### config.mk
export PLATFORM = sky130hd
export DESIGN_NAME = eth_crc_top
export DESIGN_NICKNAME = d
export VERILOG_FILES = /design/src/eth_crc_pkg.sv /design/src/crc_ctl_if.sv /design/src/crc_frame_seq.sv /design/src/crc_wb_regs.sv /design/src/eth_crc32_x32.sv /design/src/eth_crc_top.sv
export SDC_FILE = /design/constraint.sdc
export NUM_CORES = 1
export LEC_CHECK = 0
export BUFFER_PORTS_ARGS = -buffer_cell sky130_fd_sc_hd__buf_2
export CELL_PAD_IN_SITES_DETAIL_PLACEMENT = 1
export CELL_PAD_IN_SITES_GLOBAL_PLACEMENT = 1
export CORE_ASPECT_RATIO = 0.9
export CORE_MARGIN = 8
export CORE_UTILIZATION = 25
export DETAILED_ROUTE_END_ITERATION = 6
export PLACE_DENSITY_LB_ADDON = 0.15
export SYNTH_ARGS = -nofsm -noshare
export SYNTH_HDL_FRONTEND = slang
export SYNTH_SLANG_ARGS = --single-unit
### constraint.sdc
create_clock -name clk -period 6.37 [get_ports clk]
set_input_delay 0.637 -clock clk [delete_from_list [all_inputs] [get_ports clk]]
set_output_delay 0.637 -clock clk [all_outputs]
set_load 0.05 [all_outputs]
### src/eth_crc_pkg.sv
package eth_crc_pkg;

	//////////////////////////////////////////////////
	// Data types

	// One bus word, first byte on the wire in bits 31:24
	typedef logic [31:0] crc_word_t;

	// Valid bytes in a word
	// 0 means no data, 4 to 7 all mean a full word
	typedef logic [2:0] crc_len_t;

	// Running CRC state or finished FCS
	typedef logic [31:0] crc_value_t;

	//////////////////////////////////////////////////
	// CRC-32 constants

	// IEEE 802.3 generator in normal form
	// The x^32 term is implied
	localparam crc_value_t CRC_POLY = 32'h04C1_1DB7;

	// Seeding with ones inverts the first 32 bits of the frame
	localparam crc_value_t CRC_INIT = 32'hFFFF_FFFF;

	//////////////////////////////////////////////////
	// Register map in word addresses

	// Write 1 to bit 0 to restart the CRC
	localparam int REG_CTRL = 0;
	// Write only frame data
	localparam int REG_DATA = 1;
	// Byte count used for each DATA write
	localparam int REG_LEN = 2;
	// Last finished FCS
	localparam int REG_RESULT = 3;
	// Bit 0 busy, bit 1 match
	localparam int REG_STATUS = 4;
	// FCS to compare against in check mode
	localparam int REG_EXPECT = 5;

endpackage

### src/crc_ctl_if.sv
`timescale 1ns/1ps

interface crc_ctl_if;

	// Register block to sequencer
	logic start;
	logic word_valid;
	eth_crc_pkg::crc_word_t word;
	eth_crc_pkg::crc_len_t word_len;
	eth_crc_pkg::crc_value_t expect_fcs;

	// Sequencer back to register block
	eth_crc_pkg::crc_value_t result;
	logic busy;
	logic match;

	modport regs (
		output start, word_valid, word, word_len, expect_fcs,
		input result, busy, match
	);

	modport seq (
		input start, word_valid, word, word_len, expect_fcs,
		output result, busy, match
	);

endinterface

### src/crc_frame_seq.sv
`timescale 1ns/1ps

module crc_frame_seq (
	input logic clk,
	input logic reset,
	crc_ctl_if.seq ctl
);

	//////////////////////////////////////////////////
	// Engine hookup

	logic engine_ce;
	logic engine_reset;
	logic new_word;
	eth_crc_pkg::crc_value_t crc_out;

	// Start reseeds the engine and drops anything still in flight
	assign engine_reset = reset || ctl.start;
	assign engine_ce = ctl.word_valid || ctl.start;

	// Zero length words never reach crc_out
	assign new_word = ctl.word_valid && (ctl.word_len != '0);

	eth_crc32_x32 u_engine (
		.clk(clk),
		.reset(engine_reset),
		.ce(engine_ce),
		.din_len(ctl.word_len),
		.din(ctl.word),
		.crc_out(crc_out)
	);

	//////////////////////////////////////////////////
	// In flight tracking and capture

	// Two entries for the two engine stages
	logic [1:0] in_flight;
	eth_crc_pkg::crc_value_t result_q;
	logic result_valid;

	always_ff @(posedge clk) begin
		if (engine_reset) begin
			in_flight <= '0;
			result_q <= '0;
			result_valid <= 1'b0;
		end else begin
			in_flight <= {in_flight[0], new_word};
			// Tail set means crc_out holds this word's FCS
			if (in_flight[1]) begin
				result_q <= crc_out;
				result_valid <= 1'b1;
			end
		end
	end

	assign ctl.result = result_q;

	// High in the same cycle as the word pulse
	assign ctl.busy = new_word || (|in_flight);

	// Check mode compare, only once something was captured
	assign ctl.match = result_valid && !ctl.busy && (result_q == ctl.expect_fcs);

	busy_bounded: assert property (
		@(posedge clk) disable iff (reset)
		ctl.word_valid ##1 (!ctl.word_valid) [*3] |-> !ctl.busy
	);

endmodule

### src/crc_wb_regs.sv
`timescale 1ns/1ps

module crc_wb_regs #(
	parameter int WB_ADDR_W = 4
) (
	input logic clk,
	input logic reset,
	input logic wb_cyc,
	input logic wb_stb,
	input logic wb_we,
	input logic [WB_ADDR_W-1:0] wb_adr,
	input eth_crc_pkg::crc_word_t wb_dat_w,
	output eth_crc_pkg::crc_word_t wb_dat_r,
	output logic wb_ack,
	crc_ctl_if.regs ctl
);

	//////////////////////////////////////////////////
	// Bus request and address decode

	logic request;
	logic wr;
	logic sel_ctrl;
	logic sel_data;
	logic sel_len;
	logic sel_result;
	logic sel_status;
	logic sel_expect;

	// New cycle only while ack is low, so ack is one clock wide
	assign request = wb_cyc && wb_stb && !wb_ack;
	assign wr = request && wb_we;

	assign sel_ctrl = wb_adr == WB_ADDR_W'(eth_crc_pkg::REG_CTRL);
	assign sel_data = wb_adr == WB_ADDR_W'(eth_crc_pkg::REG_DATA);
	assign sel_len = wb_adr == WB_ADDR_W'(eth_crc_pkg::REG_LEN);
	assign sel_result = wb_adr == WB_ADDR_W'(eth_crc_pkg::REG_RESULT);
	assign sel_status = wb_adr == WB_ADDR_W'(eth_crc_pkg::REG_STATUS);
	assign sel_expect = wb_adr == WB_ADDR_W'(eth_crc_pkg::REG_EXPECT);

	//////////////////////////////////////////////////
	// Control registers and command pulses

	eth_crc_pkg::crc_len_t len_q;
	eth_crc_pkg::crc_value_t expect_q;

	always_ff @(posedge clk) begin
		if (reset) begin
			wb_ack <= 1'b0;
			ctl.start <= 1'b0;
			ctl.word_valid <= 1'b0;
			// Full words by default
			len_q <= 3'd4;
			expect_q <= '0;
		end else begin
			wb_ack <= request;
			// Pulses last one cycle since request drops with ack
			ctl.start <= wr && sel_ctrl && wb_dat_w[0];
			ctl.word_valid <= wr && sel_data;
			if (wr && sel_len) begin
				len_q <= wb_dat_w[2:0];
			end
			if (wr && sel_expect) begin
				expect_q <= wb_dat_w;
			end
		end
	end

	// Data word rides alongside the word_valid pulse
	always_ff @(posedge clk) begin
		if (wr && sel_data) begin
			ctl.word <= wb_dat_w;
		end
	end

	assign ctl.word_len = len_q;
	assign ctl.expect_fcs = expect_q;

	//////////////////////////////////////////////////
	// Read back

	eth_crc_pkg::crc_word_t read_data;

	// CTRL, DATA and holes read as zero
	always_comb begin
		read_data = '0;
		if (sel_len) begin
			read_data = eth_crc_pkg::crc_word_t'(len_q);
		end
		if (sel_result) begin
			read_data = ctl.result;
		end
		if (sel_status) begin
			read_data = {30'b0, ctl.match, ctl.busy};
		end
		if (sel_expect) begin
			read_data = expect_q;
		end
	end

	// Read data lands together with ack
	always_ff @(posedge clk) begin
		if (request) begin
			wb_dat_r <= read_data;
		end
	end

	ack_single_cycle: assert property (
		@(posedge clk) disable iff (reset)
		wb_ack |=> !wb_ack
	);

endmodule

### src/eth_crc32_x32.sv
`timescale 1ns/1ps

module eth_crc32_x32 (
	input logic clk,
	input logic reset,
	input logic ce,
	input eth_crc_pkg::crc_len_t din_len,
	input eth_crc_pkg::crc_word_t din,
	output eth_crc_pkg::crc_value_t crc_out
);

	// One byte through the shift register, LSB first as on the wire
	function automatic eth_crc_pkg::crc_value_t fold_byte(
		input eth_crc_pkg::crc_value_t state,
		input logic [7:0] data
	);
		eth_crc_pkg::crc_value_t next;
		logic fb;
		next = state;
		for (int i = 0; i < 8; i++) begin
			fb = data[i] ^ next[31];
			next = {next[30:0], 1'b0} ^ (fb ? eth_crc_pkg::CRC_POLY : '0);
		end
		return next;
	endfunction

	//////////////////////////////////////////////////
	// Stage 1 byte folding

	eth_crc_pkg::crc_value_t crc;
	eth_crc_pkg::crc_value_t byte_state [4];
	eth_crc_pkg::crc_value_t next_crc;
	eth_crc_pkg::crc_value_t saved_state [4];
	eth_crc_pkg::crc_len_t len_ff;
	logic stage_valid;
	logic take;

	// A zero length word is a no-op
	assign take = ce && (din_len != '0);

	// Chain of byte states, top byte of din first
	always_comb begin
		byte_state[0] = fold_byte(crc, din[31:24]);
		for (int n = 1; n < 4; n++) begin
			byte_state[n] = fold_byte(byte_state[n-1], din[(3-n)*8 +: 8]);
		end
	end

	// Running state follows the byte count of this word
	always_comb begin
		case (din_len)
			3'd1: next_crc = byte_state[0];
			3'd2: next_crc = byte_state[1];
			3'd3: next_crc = byte_state[2];
			default: next_crc = byte_state[3];
		endcase
	end

	always_ff @(posedge clk) begin
		if (reset) begin
			crc <= eth_crc_pkg::CRC_INIT;
			stage_valid <= 1'b0;
		end else begin
			stage_valid <= take;
			if (take) begin
				crc <= next_crc;
			end
		end
	end

	// Intermediate states and length for stage 2
	always_ff @(posedge clk) begin
		if (take) begin
			saved_state <= byte_state;
			len_ff <= din_len;
		end
	end

	//////////////////////////////////////////////////
	// Stage 2 select, invert and renumber

	eth_crc_pkg::crc_value_t fcrc;
	eth_crc_pkg::crc_value_t fcs_next;

	always_comb begin
		case (len_ff)
			3'd1: fcrc = ~saved_state[0];
			3'd2: fcrc = ~saved_state[1];
			3'd3: fcrc = ~saved_state[2];
			default: fcrc = ~saved_state[3];
		endcase
	end

	// Bits reversed inside each byte, byte lanes kept
	always_comb begin
		for (int b = 0; b < 4; b++) begin
			for (int i = 0; i < 8; i++) begin
				fcs_next[b*8 + i] = fcrc[b*8 + 7 - i];
			end
		end
	end

	always_ff @(posedge clk) begin
		if (stage_valid) begin
			crc_out <= fcs_next;
		end
	end

	// Partial words only close a frame
	logic partial;
	assign partial = ce && (din_len != '0) && (din_len < 3'd4);

	partial_not_repeated: assert property (
		@(posedge clk) disable iff (reset)
		partial |=> !partial
	);

endmodule

### src/eth_crc_top.sv
`timescale 1ns/1ps

module eth_crc_top #(
	parameter int WB_ADDR_W = 4
) (
	input logic clk,
	input logic reset,

	// Wishbone classic slave
	input logic wb_cyc,
	input logic wb_stb,
	input logic wb_we,
	input logic [WB_ADDR_W-1:0] wb_adr,
	input eth_crc_pkg::crc_word_t wb_dat_w,
	output eth_crc_pkg::crc_word_t wb_dat_r,
	output logic wb_ack
);

	//////////////////////////////////////////////////
	// Register block to sequencer link

	crc_ctl_if ctl ();

	// Bus side
	crc_wb_regs #(
		.WB_ADDR_W(WB_ADDR_W)
	) u_crc_wb_regs (
		.clk(clk),
		.reset(reset),
		.wb_cyc(wb_cyc),
		.wb_stb(wb_stb),
		.wb_we(wb_we),
		.wb_adr(wb_adr),
		.wb_dat_w(wb_dat_w),
		.wb_dat_r(wb_dat_r),
		.wb_ack(wb_ack),
		.ctl(ctl.regs)
	);

	// CRC side with the engine inside
	crc_frame_seq u_crc_frame_seq (
		.clk(clk),
		.reset(reset),
		.ctl(ctl.seq)
	);

endmodule

# --- Word-level counts from Yosys, hierarchy flattened ---
# Cells that the tools add are included.
op_classes:
  eq_ne: 12
  n_mux: 38
  bitwise_logic: 68
  n_reduce_logical: 20
ops:
  columns: ["cell", "n"]
  rows:
  - ["$xor 32x27->32", 32]
  - ["$mux 27", 32]
  - ["$pmux 32 s3", 2]
  - ["$not 32->32", 4]
  - ["$mux 32", 3]
  - ["$eq 32x32->1", 1]
  - ["$xor 1x1->1", 32]
  - ["$eq 3x2->1 const B", 4]
  - ["$logic_and 1x1->1", 12]
  - ["$eq 4x2->1 const B", 2]
  - ["$eq 4x3->1 const B", 2]
  - ["$eq 3x1->1 const B", 2]
  - ["$eq 4x1->1 const B", 1]
  - ["$logic_not 4->1", 1]
  - ["$logic_or 1x1->1", 3]
  - ["$mux 3", 1]
  - ["$reduce_bool 3->1", 1]
  - ["$logic_not 1->1", 2]
  - ["$reduce_or 2->1", 1]
word_totals:
  ff_bits: 333
  inputBits: 41
  output_inout_bits: 33

# --- Longest topological paths before layout ---
# Gate-level depths: netlist of the first run.
depth:
  depth_word: 97
  ltp_mapped: 13
  depth_no_buf: 13

# --- Modules after synthesis ---
# From an unflattened synthesis of the first run, not the netlist that was laid out.
hier_totals:
  cells_unflattened: 1359
  area_unflattened_um2: 17314.1
by_module_without_submodules:
  columns: ["module", "n_inst", "cells_per_inst", "area_each_um2", "seq_area_each_um2"]
  rows:
  - ["eth_crc32_x32", 1, 916, 12035.3, 5555.3]
  - ["crc_wb_regs", 1, 284, 3683.5, 2682.6]
  - ["crc_frame_seq", 1, 159, 1595.3, 700.7]

# --- Least setup slack after synthesis of the first run ---
# OpenSTA, ideal clock, no wires.
synth_path:
  path_kind: "input-to-reg"
  start: "in wb_cyc"
  end: "reg u_crc_wb_regs.ctl.word[0] (enable)"
  t_arrival_ns: 4.065
  required_ns: 5.949
  setup_slack_ns: 1.884
  stages: 5
  n_path_buf: 0
  path_cell_list: "nand2_1 -> nor2_1 -> nand2_1 -> or3_1 -> nor2_1"
synth_between:
  elab_chain_len: 4
synth_rtl:
  columns: ["element", "line", "text"]
  rows:
  - ["from (decl)", "eth_crc_top.sv:10", "input logic wb_cyc,"]
  - ["$logic_and 1x1->1 (2 in series)", "crc_wb_regs.sv:31", "assign request = wb_cyc && wb_stb && !wb_ack;"]
  - ["via u_crc_wb_regs.request", "crc_wb_regs.sv:21", "logic request;"]
  - ["$logic_and 1x1->1", "crc_wb_regs.sv:32", "assign wr = request && wb_we;"]
  - ["$logic_and 1x1->1", "crc_wb_regs.sv:71", "if (wr && sel_data) begin"]
  - ["to (signal assigned)", "crc_wb_regs.sv:72", "ctl.word <= wb_dat_w;"]
  - ["to (decl)", "crc_ctl_if.sv:18", "output start, word_valid, word, word_len, expect_fcs,"]
# The timed path passes the listed nets, and every way through them passes these cells.
# A chain may end at the register's enable or synchronous reset.

==> run summary, run 1 <==
Mapped Cells: 1390
switching share of power: 34.19%
hold-critical path endpoint: u_crc_wb_regs.ctl.word[12]
number of remaining DRC errors: 0
TritonCTS Buffers: 38
CTS clock-pin slew for the worst setup and hold paths: 60 ps
clk_lat worst skew: 570 ps
initial antenna violation count: 6
XOR/XNOR Fraction of Synth Area: 25.12%
Max Transition Viols Final: 1
Mapped Avg Cell Area: 12.50 um^2
Worst VDD drop: 183.2 uV
FF-to-FF setup slack: 900 ps
row count: 91
Pleak: 7.158 nW
H-tree levels: 2
status: finished with violations
fmax: 182.9 MHz
CP Launch Type: register
CP endpoint kind: register
post-placement setup slack: 974.2 ps
Compound-Gate Fraction of Synth Area: 9.368%
via/cell ratio: 4.704
vias: 11.39k
proportion of layout cells with a drive suffix above 1: 17.65%
worst-margin pin slew: 1501 ps
Initial DRT Pass Iterations: 5
final hold violations: 0
critical path start-end classification: reg -> reg
slew margin rel.: -0.05200%
commonest cells after routing, fill and taps aside: edfxtp_1, xnor2_1, nor2_1, a21oi_1, dfxtp_1
first-pass GRT wire length: 93920 um
Sw Pwr: 0.002346 W
register area share after synthesis: 51.44%
# hold bufs at CTS: 0
CTS tree: yes
vias in the first global route: 11.88k
GRT overflow: 0
Synth Area in Adders: 0%
combinational share of power: 32.3%
HP Start: wb_dat_w[12]
Starting Density: 25.31%
Multi-input gate area: 0.008112 mm^2
Setup Skew: 11.68 ps
design area: 0.02007 mm^2
DRT iter0 DRCs: 884
Top FF cell, synth: edfxtp_1
Avg WL per Cell: 27.40 um
Tot Pwr: 0.006862 W
reg2reg start: u_crc_wb_regs.ctl.word[24]
total of max-cap violations: 0
gpl congestion: 0.8686
Synth-to-Final Area Change: 15.52%
Worst R2R Path Depth: 10
worst hold path type: in -> reg
# setup viols final: 0
hpwl dp: 48310 um
commonest non-fill, non-tap cell in the layout: edfxtp_1
Port-buffer cells: 73
Post-Route Utilization: 29.24%
crit path max fanout: 9
Sequential Area: 0.008940 mm^2
period utilization: 85.81%
fin worst setup slack: 904.0 ps
sequential power share: 36.6%
largest family of logic cells by synthesized area: XOR/XNOR gates
Worst EP required: 6810 ps
full die area: 0.07821 mm^2
Total Neg Setup Slack: 0 ps
Period minus WS final: 5466 ps
core region area: 0.06866 mm^2
syn_nets: 1431
# resized after CTS: 0
Cell Int Power: 0.004516 W
Area after DPL: 0.01890 mm^2
Sink Count: 333
Post-synth EDFFs: 227
Clk network pwr share: 31.1%
multiplexer area fraction after synthesis: 5.120%
Top Ports: 74
Async SR Flop Fraction: 0%
Reg2Reg Capture Point: u_crc_frame_seq.u_engine.crc[19]
Post-CTS Setup Bufs: 0
crit path DAT: 5900 ps
Simple-Gate Fraction of Synth Area: 6.790%
warnings from Yosys: 0
gr usage total: 16.76%
# fillers: 7480
die width: 293.9 um
largest net degree at the start of global routing: 100
synthesized cell area: 0.01738 mm^2
FF+latch count, synth: 333
Hold Path Stages: 1
Die H: 266.1 um
violated checks: slew limit
worst-case clock buffer depth: 3
count of nets after finishing: 1501
distinct cell type count after synthesis: 48
root buffer cell: clkbuf_16
PD cells: 341.9 mW/mm^2
final WL: 66340 um
Routed Antenna Nets: 0
unrepaired setup endpoints after global routing: false
[power groups by stage]
stage          Sequential (W)  Clock, W  Combinational [W]
2_1_floorplan         0.00258         0            0.00145
3_3_place_gp          0.00256         0            0.00220
3_5_place_dp          0.00256         0            0.00220
4_1_cts               0.00251   0.00220            0.00222
5_1_grt               0.00251   0.00227            0.00232
6_report              0.00251   0.00214            0.00221
[cells in the mapped netlist, types with 2 or more instances]
cell type / count / share of area (%)
edfxtp_1: 227 / 39
xnor2_1: 172 / 8.7
nor2_1: 119 / 2.6
a21oi_1: 114 / 3.3
dfxtp_1: 106 / 12
nand2_1: 81 / 1.7
xor2_1: 76 / 3.8
clkbuf_1: 62 / 1.3
mux2i_1: 54 / 3.1
nor2b_1: 36 / 1.3
xnor3_1: 35 / 4.5
a221oi_1: 34 / 1.7
o22ai_1: 33 / 1.2
mux2_2: 31 / 2.0
a22o_1: 29 / 1.5
o21ai_0: 24 / 0.69
inv_1: 23 / 0.50
xnor2_2: 19 / 1.8
xnor3_2: 15 / 2.1
xnor2_4: 10 / 1.6
buf_1: 7 / 0.15
nor4_1: 7 / 0.25
xor2_2: 7 / 0.66
nor3_1: 6 / 0.17
o21ai_1: 6 / 0.17
xor3_1: 6 / 0.82
nand4_1: 5 / 0.18
xor3_2: 5 / 0.72
a22oi_1: 4 / 0.17
nand2b_1: 4 / 0.14
and2_1: 3 / 0.11
buf_2: 3 / 0.086
nor3b_1: 3 / 0.13
o211ai_1: 3 / 0.13
o221a_2: 3 / 0.19
o221ai_1: 3 / 0.15
a31oi_1: 2 / 0.072
or3_1: 2 / 0.072
xor2_4: 2 / 0.32
[cell type report]
type	count	area share, %
Antenna cell	1	0.01247
Clock buffer	54	5.342
Clock inverter	16	0.4862
Inverter	24	0.4737
Multi-Input combinational cell	960	40.41
Sequential cell	333	44.54
Tap cell	930	5.797
Timing Repair Buffer	103	2.942
[critical path, cell delays in order, from the launching register on]
cell	delay, ps
edfxtp_1	460
xor2_2	360
xnor3_1	920
xnor3_2	530
xor2_1	840
xnor3_2	450
xnor3_1	420
xnor2_1	600
xnor2_1	360
o22ai_1	260
o21ai_0	100
[registers in the layout, indices dropped and copies added (netlist names)]
| name | cells |
|---|---|
| u_crc_frame_seq.u_engine.crc | 32 |
| u_crc_frame_seq.u_engine.crc_out | 32 |
| u_crc_frame_seq.ctl.result | 32 |
| u_crc_wb_regs.ctl.word_len | 3 |
| u_crc_wb_regs.ctl.expect_fcs | 32 |
| u_crc_wb_regs.wb_dat_r | 32 |
| u_crc_wb_regs.ctl.word | 32 |
| u_crc_wb_regs.wb_ack | 1 |
| u_crc_frame_seq.u_engine.stage_valid | 1 |
| u_crc_frame_seq.u_engine.len_ff | 3 |
| u_crc_frame_seq.u_engine.saved_state | 128 |
| u_crc_frame_seq.result_valid | 1 |
| u_crc_frame_seq.in_flight | 2 |
| u_crc_wb_regs.ctl.start | 1 |
| u_crc_wb_regs.ctl.word_valid | 1 |
[routing by layer]
layer / track usage [%] / wire length [um] / up-vias
met5: 0 / 20 / -
met4: 4.610 / 1735 / 2
met3: 3.364 / 3703 / 83
met2: 25.33 / 28810 / 283
met1: 24.12 / 32070 / 5896
li1: - / - / 5124
[cells by family (layout without fill, tap and decap cells)]
family          after synthesis  in the layout
flops                       333            333
mux                          85             85
simple gates                269            269
xor+xnor                    348            348
buf+inv                      97            197
other cells                   0              1
compound gates              258            258
[per-stage QoR]
| stage | instances | hold slack, ps |
|---|---|---|
| CTS | 2420 | 224.3 |
| detailed placement | 2350 | 452.4 |
| floorplan | 1390 | 406.4 |
| global placement | 2350 | 452.8 |
| finish | 2421 | 257.2 |
| global route | 2420 | 247.2 |
[how the worst max path moves through the flow]
stage | from | to | slack, ps
floorplan | wb_cyc | u_crc_wb_regs.ctl.word[0] | 1880
global placement | u_crc_wb_regs.ctl.word[24] | u_crc_frame_seq.u_engine.crc[13] | 1010
detailed placement | u_crc_wb_regs.ctl.word[24] | u_crc_frame_seq.u_engine.crc[13] | 970
CTS | u_crc_wb_regs.ctl.word[24] | u_crc_frame_seq.u_engine.crc[13] | 960
global route | u_crc_wb_regs.ctl.word[24] | u_crc_frame_seq.u_engine.crc[19] | 770
finish | u_crc_wb_regs.ctl.word[24] | u_crc_frame_seq.u_engine.crc[19] | 900
Note: power is estimated with default switching activity, not from simulation.
==> run 2: changes to the inputs <==
Settings changed: SYNTH_HIERARCHICAL set to 1.
==> run 2 against run 1 <==
The flow now finishes without violations. First-iteration DRC count increased by 20%. Flip-flop and latch count unchanged. Hold slack improved by 7.9 ps. Routed wire length increased by 3.7%. Clock skew increased by 22 ps. Largest power group unchanged. Largest cell class unchanged.
==> run summary, run 2 <==
HP Start: wb_dat_w[8]
count of nets after finishing: 1470 (-2.1%)
fmax: 175.1 MHz (-4.3%)
Top FF cell, synth: edfxtp_1
Reg2Reg Capture Point: u_crc_frame_seq/u_engine/crc[28]
full die area: 0.07794 mm^2 (-0.34%)
syn_nets: 1400 (-2.2%)
status: finished clean
Die H: 265.7 um (-0.17%)
Worst EP required: 6770 ps (-40 ps)
warnings from Yosys: 6 (+6)
root buffer cell: clkbuf_16
CP Launch Type: register
top-count cell post-synth: edfxtp_1
first-pass GRT wire length: 94970 um (+1.1%)
die width: 293.4 um (-0.17%)
FF+latch count, synth: 333 (unchanged)
CP endpoint kind: register
Synth top cells by count: edfxtp_1, xnor2_1, nor2_1, a21oi_1, dfxtp_1
TritonCTS Buffers: 39 (+2.6%)
Setup Skew: 34.07 ps (+22.39 ps)
Port-buffer cells: 73 (unchanged)
CTS clock-pin slew for the worst setup and hold paths: 60 ps (about the same)
PD cells: 348.0 mW/mm^2 (+1.8%)
gpl congestion: 0.8558 (-1.5%)
Post-synth EDFFs: 227 (unchanged)
commonest cells after routing, fill and taps aside: edfxtp_1, xnor2_1, nor2_1, a21oi_1, dfxtp_1
distinct cell type count after synthesis: 63 (+31%)
Starting Density: 25.26% (-0.049 points)
CP Cell Sequence: xnor2_1 -> xnor2_1 -> xnor3_1 -> xnor3_1 -> xnor3_1 -> xnor2_4 -> xor2_1 -> xor2_1 -> xnor2_1 -> o22ai_1 -> o21ai_0
CTS tree: yes
vias: 11.36k (-0.26%)
critical path start-end classification: reg -> reg
Post-CTS Setup Bufs: 0 (unchanged)
period utilization: 89.67% (+3.9 points)
clk_lat worst skew: 580 ps (about the same)
final hold violations: 0 (unchanged)
Mapped Avg Cell Area: 12.74 um^2 (+1.9%)
Initial DRT Pass Iterations: 5 (unchanged)
Period minus WS final: 5712 ps (+246.2 ps)
synthesized cell area: 0.01731 mm^2 (-0.36%)
worst-case clock buffer depth: 3 (unchanged)
register area share after synthesis: 51.63% (+0.19 points)
hold-critical path endpoint: u_crc_wb_regs/ctl.word[8]
slew margin rel.: 20.88% (+21 points)
# setup viols final: 0 (unchanged)
largest net degree at the start of global routing: 82 (-18%)
Worst VDD drop: 168.2 uV (-8.2%)
Slowest cell on crit path: xnor3_1
worst-margin pin slew: 1178 ps (-322.5 ps)
DRT iter0 DRCs: 1062 (+20%)
H-tree levels: 2 (unchanged)
FF-to-FF setup slack: 660 ps (-250 ps)
gr usage total: 17.28% (+0.52 points)
hpwl dp: 50750 um (+5.0%)
crit path max fanout: 7 (-2)
dominant cells by area after synthesis: edfxtp_1, dfxtp_1, xnor2_1
n_diodes: 0 (-1)
core region area: 0.06854 mm^2 (-0.17%)
crit path DAT: 6120 ps (+220 ps)
# hold bufs at CTS: 0 (unchanged)
Total Neg Setup Slack: 0 ps (unchanged)
vias in the first global route: 11.48k (-3.3%)
final WL: 68810 um (+3.7%)
Pleak: 7.282 nW (+1.7%)
worst hold path type: in -> reg
Worst R2R Path Depth: 11 (+1)
number of flip-flops in the largest register: 128 (unchanged)
Routed Antenna Nets: 0 (unchanged)
reg2reg start: u_crc_wb_regs/ctl.word[31]
proportion of layout cells with a drive suffix above 1: 17.12% (-0.53 points)
# resized after CTS: 0 (unchanged)
Crit path largest cell delay: 830 ps (-90 ps)
number of remaining DRC errors: 0 (unchanged)
Max Transition Viols Final: 0 (-1)
Mapped Cells: 1359 (-2.2%)
worst hold slack: 265.1 ps (+7.872 ps)
unrepaired setup endpoints after global routing: false
Top Ports: 74 (unchanged)
via/cell ratio: 4.752 (+1.0%)
Avg WL per Cell: 28.79 um (+5.1%)
post-synth top area cell: edfxtp_1
Synth top area share: 39.37% (+0.14 points)
GRT overflow: 0 (unchanged)
commonest non-fill, non-tap cell in the layout: edfxtp_1
Biggest register: u_crc_frame_seq/u_engine/saved_state
total of max-cap violations: 0 (unchanged)
Hold Path Stages: 1 (unchanged)
initial antenna violation count: 3 (-3)
Async SR Flop Fraction: 0% (unchanged)
row count: 91 (unchanged)
Sink Count: 333 (unchanged)
Synth-to-Final Area Change: 15.82%
==> run 2: cell types whose count changed after synthesis, moves of 9 or more <==
cell | before | now
xor3_1 | 6 | 15
nor2b_1 | 36 | 6
xnor2_1 | 172 | 184
xnor2_2 | 19 | 10
xor2_1 | 76 | 64
xnor3_1 | 35 | 48
o22ai_1 | 33 | 15
a22oi_1 | 4 | 41
clkbuf_1 | 62 | 50
a221oi_1 | 34 | 2
buf_2 | 3 | 14
==> run 2: worst max-delay path: cells and delay by family, from the launching register on <==
kind / cells / cell delay, ps
AO/OA/AOI/OAI: 2 / 270
XOR/XNOR: 9 / 4780
flip-flops: 1 / 490
==> run 2: per-stage QoR <==
stage	cells	setup WS [ps]	util [%]	instance area [um^2]	power [W]
after floorplan	1359	713.5	-	17310	0.003975
after global placement	2318	692.8	27.41	18790	0.004735
after detailed placement	2318	680.3	27.41	18790	0.004735
after CTS	2390	635.1	29.26	20050	0.007020
after global routing	2390	523.0	29.26	20050	0.007236
final	2390	657.8	29.26	20050	0.006978
==> run 2: worst max-delay path by stage <==
stage,end,slack (ps),start
after floorplan,u_crc_frame_seq/u_engine/crc[31],710,u_crc_wb_regs/ctl.word_len[0]
after global placement,u_crc_frame_seq/u_engine/crc[28],690,u_crc_wb_regs/ctl.word[31]
after detailed placement,u_crc_frame_seq/u_engine/crc[28],680,u_crc_wb_regs/ctl.word[31]
after CTS,u_crc_frame_seq/u_engine/crc[28],640,u_crc_wb_regs/ctl.word[31]
after global routing,u_crc_frame_seq/u_engine/crc[28],520,u_crc_wb_regs/ctl.word[31]
final,u_crc_frame_seq/u_engine/crc[28],660,u_crc_wb_regs/ctl.word[31]
==> run 2: kinds of logic (layout without fill, tap and decap cells) <==
group | count (synthesis) | count (layout) | synth area share (%)
buffers and inverters | 102 | 203 | 2.551
xor gates and xnor gates | 346 | 346 | 25.29
DFF | 333 | 333 | 51.63
and+or+nand+nor | 238 | 238 | 5.976
AOI/OAI and AO/OA | 254 | 254 | 9.315
muxes | 86 | 86 | 5.239
==> run 2: metal layers <==
layer	GRT usage, %	vias up	wire length (um)
met4	3.904	0	1313
met1	26.10	5940	34110
met5	0	-	0
met3	4.434	67	5207
li1	-	4993	-
met2	24.32	358	28180
==> run 2: report_power, final <==
part / leakage (nW) / switching [W] / internal (W)
registers: 2.91 / 0.00000931 / 0.00250
logic: 3.75 / 0.00139 / 0.000821
clock network: 0.615 / 0.000956 / 0.00130
==> run 2: layout make-up <==
type	instances	area, um^2
sequential	333	8944
multi-input combinational	924	7978
inverter	27	106.4
fill	7491	48490
timing repair buffer	104	598.1
clock inverter	19	205.2
tap	930	1164
clock buffer	53	1059
==> run 3: changes to the inputs <==
Settings changed: ABC_AREA set to 1, CORE_UTILIZATION 25 to 45, CTS_BUF_LIST set to sky130_fd_sc_hd__clkbuf_8.
==> run 3 against run 2 <==
Synthesized cell count up 76%. Flip-flop and latch count stayed put. Sequential power down 7%. Synthesized area increased by 11%. Via count increased by 55%. Final cell count grew 29%. Combinational power decreased by 79%. Critical path depth increased by 16. Core utilization rose by 21 points. Critical endpoint is now u_crc_frame_seq/u_engine/crc[25].
==> run summary, run 3 <==
status: finished clean
FF-to-FF setup slack: 1630 ps (+970 ps)
post-placement setup slack: 1869 ps (+1189 ps)
vias: 17.57k (+55%)
hold-critical path endpoint: u_crc_wb_regs/ctl.word[4]
final WL: 80060 um (+16%)
die width: 233.9 um (-20%)
Top Ports: 74 (unchanged)
register area share after synthesis: 46.49% (-5.1 points)
crit path DAT: 5350 ps (-770 ps)
M3 GR Usage: 7.736% (+3.3 points)
global route hottest layer: met2
slew margin rel.: 16.73% (-4.2 points)
commonest cells after routing, fill and taps aside: nand2_1, inv_1, edfxtp_1, nand3_1, nor2_1
FF+latch count, synth: 333 (unchanged)
Synth top cells by count: nand2_1, inv_1, edfxtp_1, nand3_1, nor2_1
Total Neg Setup Slack: 0 ps (unchanged)
fmax: 211.1 MHz (+21%)
Initial DRT Pass Iterations: 5 (unchanged)
Worst VDD drop: 145.9 uV (-13%)
worst-margin pin slew: 1248 ps (+69.36 ps)
Post-CTS Setup Bufs: 0 (unchanged)
Top FF cell, synth: edfxtp_1
period utilization: 74.38% (-15 points)
CTS clock-pin slew for the worst setup and hold paths: 60 ps (about the same)
# hold bufs at CTS: 0 (unchanged)
commonest non-fill, non-tap cell in the layout: nand2_1
Routed Antenna Nets: 0 (unchanged)
Worst EP required: 6980 ps (+210 ps)
post-synth top area cell: edfxtp_1
gr usage total: 32.27% (+15 points)
Synth top area share: 35.45% (-3.9 points)
sequential power share: 47.1% (+11 points)
grt met1 use: 43.96% (+18 points)
Port-buffer cells: 73 (unchanged)
Cell Int Power: 0.003577 W (-23%)
crit path max fanout: 12 (+5)
worst-case clock buffer depth: 3 (unchanged)
Slowest cell on crit path: xnor2_1
Tot Pwr: 0.004957 W (-29%)
number of remaining DRC errors: 0 (unchanged)
Avg WL per Cell: 25.94 um (-9.9%)
# setup viols final: 0 (unchanged)
Top Family by Delay on Critical Path: simple AND/OR/NAND/NOR gates
hpwl dp: 61270 um (+21%)
CP endpoint kind: register
Async SR Flop Fraction: 0% (unchanged)
Biggest register: u_crc_frame_seq/u_engine/saved_state
Synth-to-Final Area Change: 11.21%
CP Buf/Inv Count: 3 (+3)
HP Start: wb_dat_w[4]
Worst R2R Path Depth: 27 (+16)
Reg2Reg Capture Point: u_crc_frame_seq/u_engine/crc[25]
largest net degree at the start of global routing: 86 (+4.9%)
Setup Skew: 40.31 ps (+6.238 ps)
syn_nets: 2429 (+74%)
synthesized cell area: 0.01923 mm^2 (+11%)
final hold violations: 0 (unchanged)
distinct cell type count after synthesis: 49 (-22%)
# resized after CTS: 0 (unchanged)
Post-synth EDFFs: 227 (unchanged)
combinational share of power: 9.4% (-22 points)
Hold Path Stages: 1 (unchanged)
Starting Density: 45.12% (+20 points)
Max Transition Viols Final: 0 (unchanged)
proportion of layout cells with a drive suffix above 1: 15.94% (-1.2 points)
CTS tree: yes
vias in the first global route: 17.51k (+52%)
Mapped Avg Cell Area: 8.051 um^2 (-37%)
gpl congestion: 1.001 (+17%)
worst hold path type: in -> reg
warnings from Yosys: 6 (unchanged)
fin worst setup slack: 1632 ps (+974.1 ps)
CP Launch Type: register
Pleak: 9.568 nW (+31%)
first-pass GRT wire length: 116600 um (+23%)
Period minus WS final: 4738 ps (-974.1 ps)
reg2reg start: u_crc_wb_regs/ctl.word[24]
count of nets after finishing: 2519 (+71%)
GRT overflow: 0 (unchanged)
via/cell ratio: 5.690 (+20%)
full die area: 0.04960 mm^2 (-36%)
TritonCTS Buffers: 59 (+51%)
DRT iter0 DRCs: 1905 (+79%)
total of max-cap violations: 0 (unchanged)
critical path start-end classification: reg -> reg
dominant cells by area after synthesis: edfxtp_1, nand2_1, dfxtp_1
clk_lat worst skew: 700 ps (+120 ps)
switching share of power: 27.83% (-6.0 points)
core region area: 0.04261 mm^2 (-38%)
top-count cell post-synth: nand2_1
row count: 72 (-21%)
unrepaired setup endpoints after global routing: false
Mapped Cells: 2388 (+76%)
Crit path largest cell delay: 590 ps (-240 ps)
Die H: 212.1 um (-20%)
PD cells: 231.8 mW/mm^2 (-33%)
number of flip-flops in the largest register: 128 (unchanged)
initial antenna violation count: 3 (unchanged)
root buffer cell: clkbuf_8
Sink Count: 333 (unchanged)
H-tree levels: 2 (unchanged)
met2 usage: 49.88% (+26 points)
Clk network pwr share: 43.5% (+11 points)
Sw Pwr: 0.001380 W (-41%)
-- run 3: routing by layer --
| metal | vias up | part of all wire (%) |
|---|---|---|
| li1 | 7964 | - |
| met1 | 8734 | 43 |
| met2 | 738 | 44 |
| met3 | 128 | 9.9 |
| met4 | 2 | 3.4 |
| met5 | - | 0.010 |
-- run 3: kinds of logic after synthesis --
kind of cell / Yosys count / share of synthesized area [%]
AND/OR/NAND/NOR: 1316 / 30.38
buffers and inverters: 361 / 7.887
AO/OA/AOI/OAI: 263 / 9.020
XOR/XNOR: 115 / 6.222
flip-flops: 333 / 46.49
-- run 3: worst max-delay path by stage --
stage | cells past startpoint | startpoint | to
6_report | 27 | u_crc_wb_regs/ctl.word[24] | u_crc_frame_seq/u_engine/crc[25]
3_3_place_gp | 26 | u_crc_wb_regs/ctl.word[24] | u_crc_frame_seq/u_engine/crc[24]
4_1_cts | 26 | u_crc_wb_regs/ctl.word[24] | u_crc_frame_seq/u_engine/crc[24]
2_1_floorplan | 5 | u_crc_wb_regs/ctl.word_len[2] | u_crc_frame_seq/u_engine/crc[1]
5_1_grt | 28 | u_crc_wb_regs/ctl.word[24] | u_crc_frame_seq/u_engine/crc[2]
3_5_place_dp | 27 | u_crc_wb_regs/ctl.word[24] | u_crc_frame_seq/u_engine/crc[25]
-- run 3: cell type report --
cell class | instances | area [um^2]
repair buffers | 94 | 523.0
well taps | 555 | 694.4
clock buffers | 70 | 963.4
clock inverters | 42 | 321.6
fillers | 5159 | 21230
diodes | 3 | 7.507
flip-flops and latches | 333 | 8939
inverters | 296 | 1132
multi-input cells | 1694 | 8801
-- run 3: stage by stage --
| stage | instance area, um^2 | util, % | hold WS, ps | instances |
|---|---|---|---|---|
| after floorplan | 19230 | - | 416.3 | 2388 |
| after global placement | 20090 | 47.15 | 429.1 | 2972 |
| after detailed placement | 20090 | 47.15 | 431.0 | 2972 |
| after CTS | 21370 | 50.16 | 99.44 | 3084 |
| after global routing | 21370 | 50.16 | 115.1 | 3084 |
| final | 21380 | 50.18 | 154.0 | 3087 |
-- run 3: power by group through the flow --
stage | Clock [W] | Combinational [W] | Sequential, W
6_report | 0.00216 | 0.000465 | 0.00233
5_1_grt | 0.00229 | 0.000491 | 0.00233
4_1_cts | 0.00220 | 0.000453 | 0.00233
3_5_place_dp | 0 | 0.000451 | 0.00238
3_3_place_gp | 0 | 0.000442 | 0.00238
2_1_floorplan | 0 | 0.000255 | 0.00240
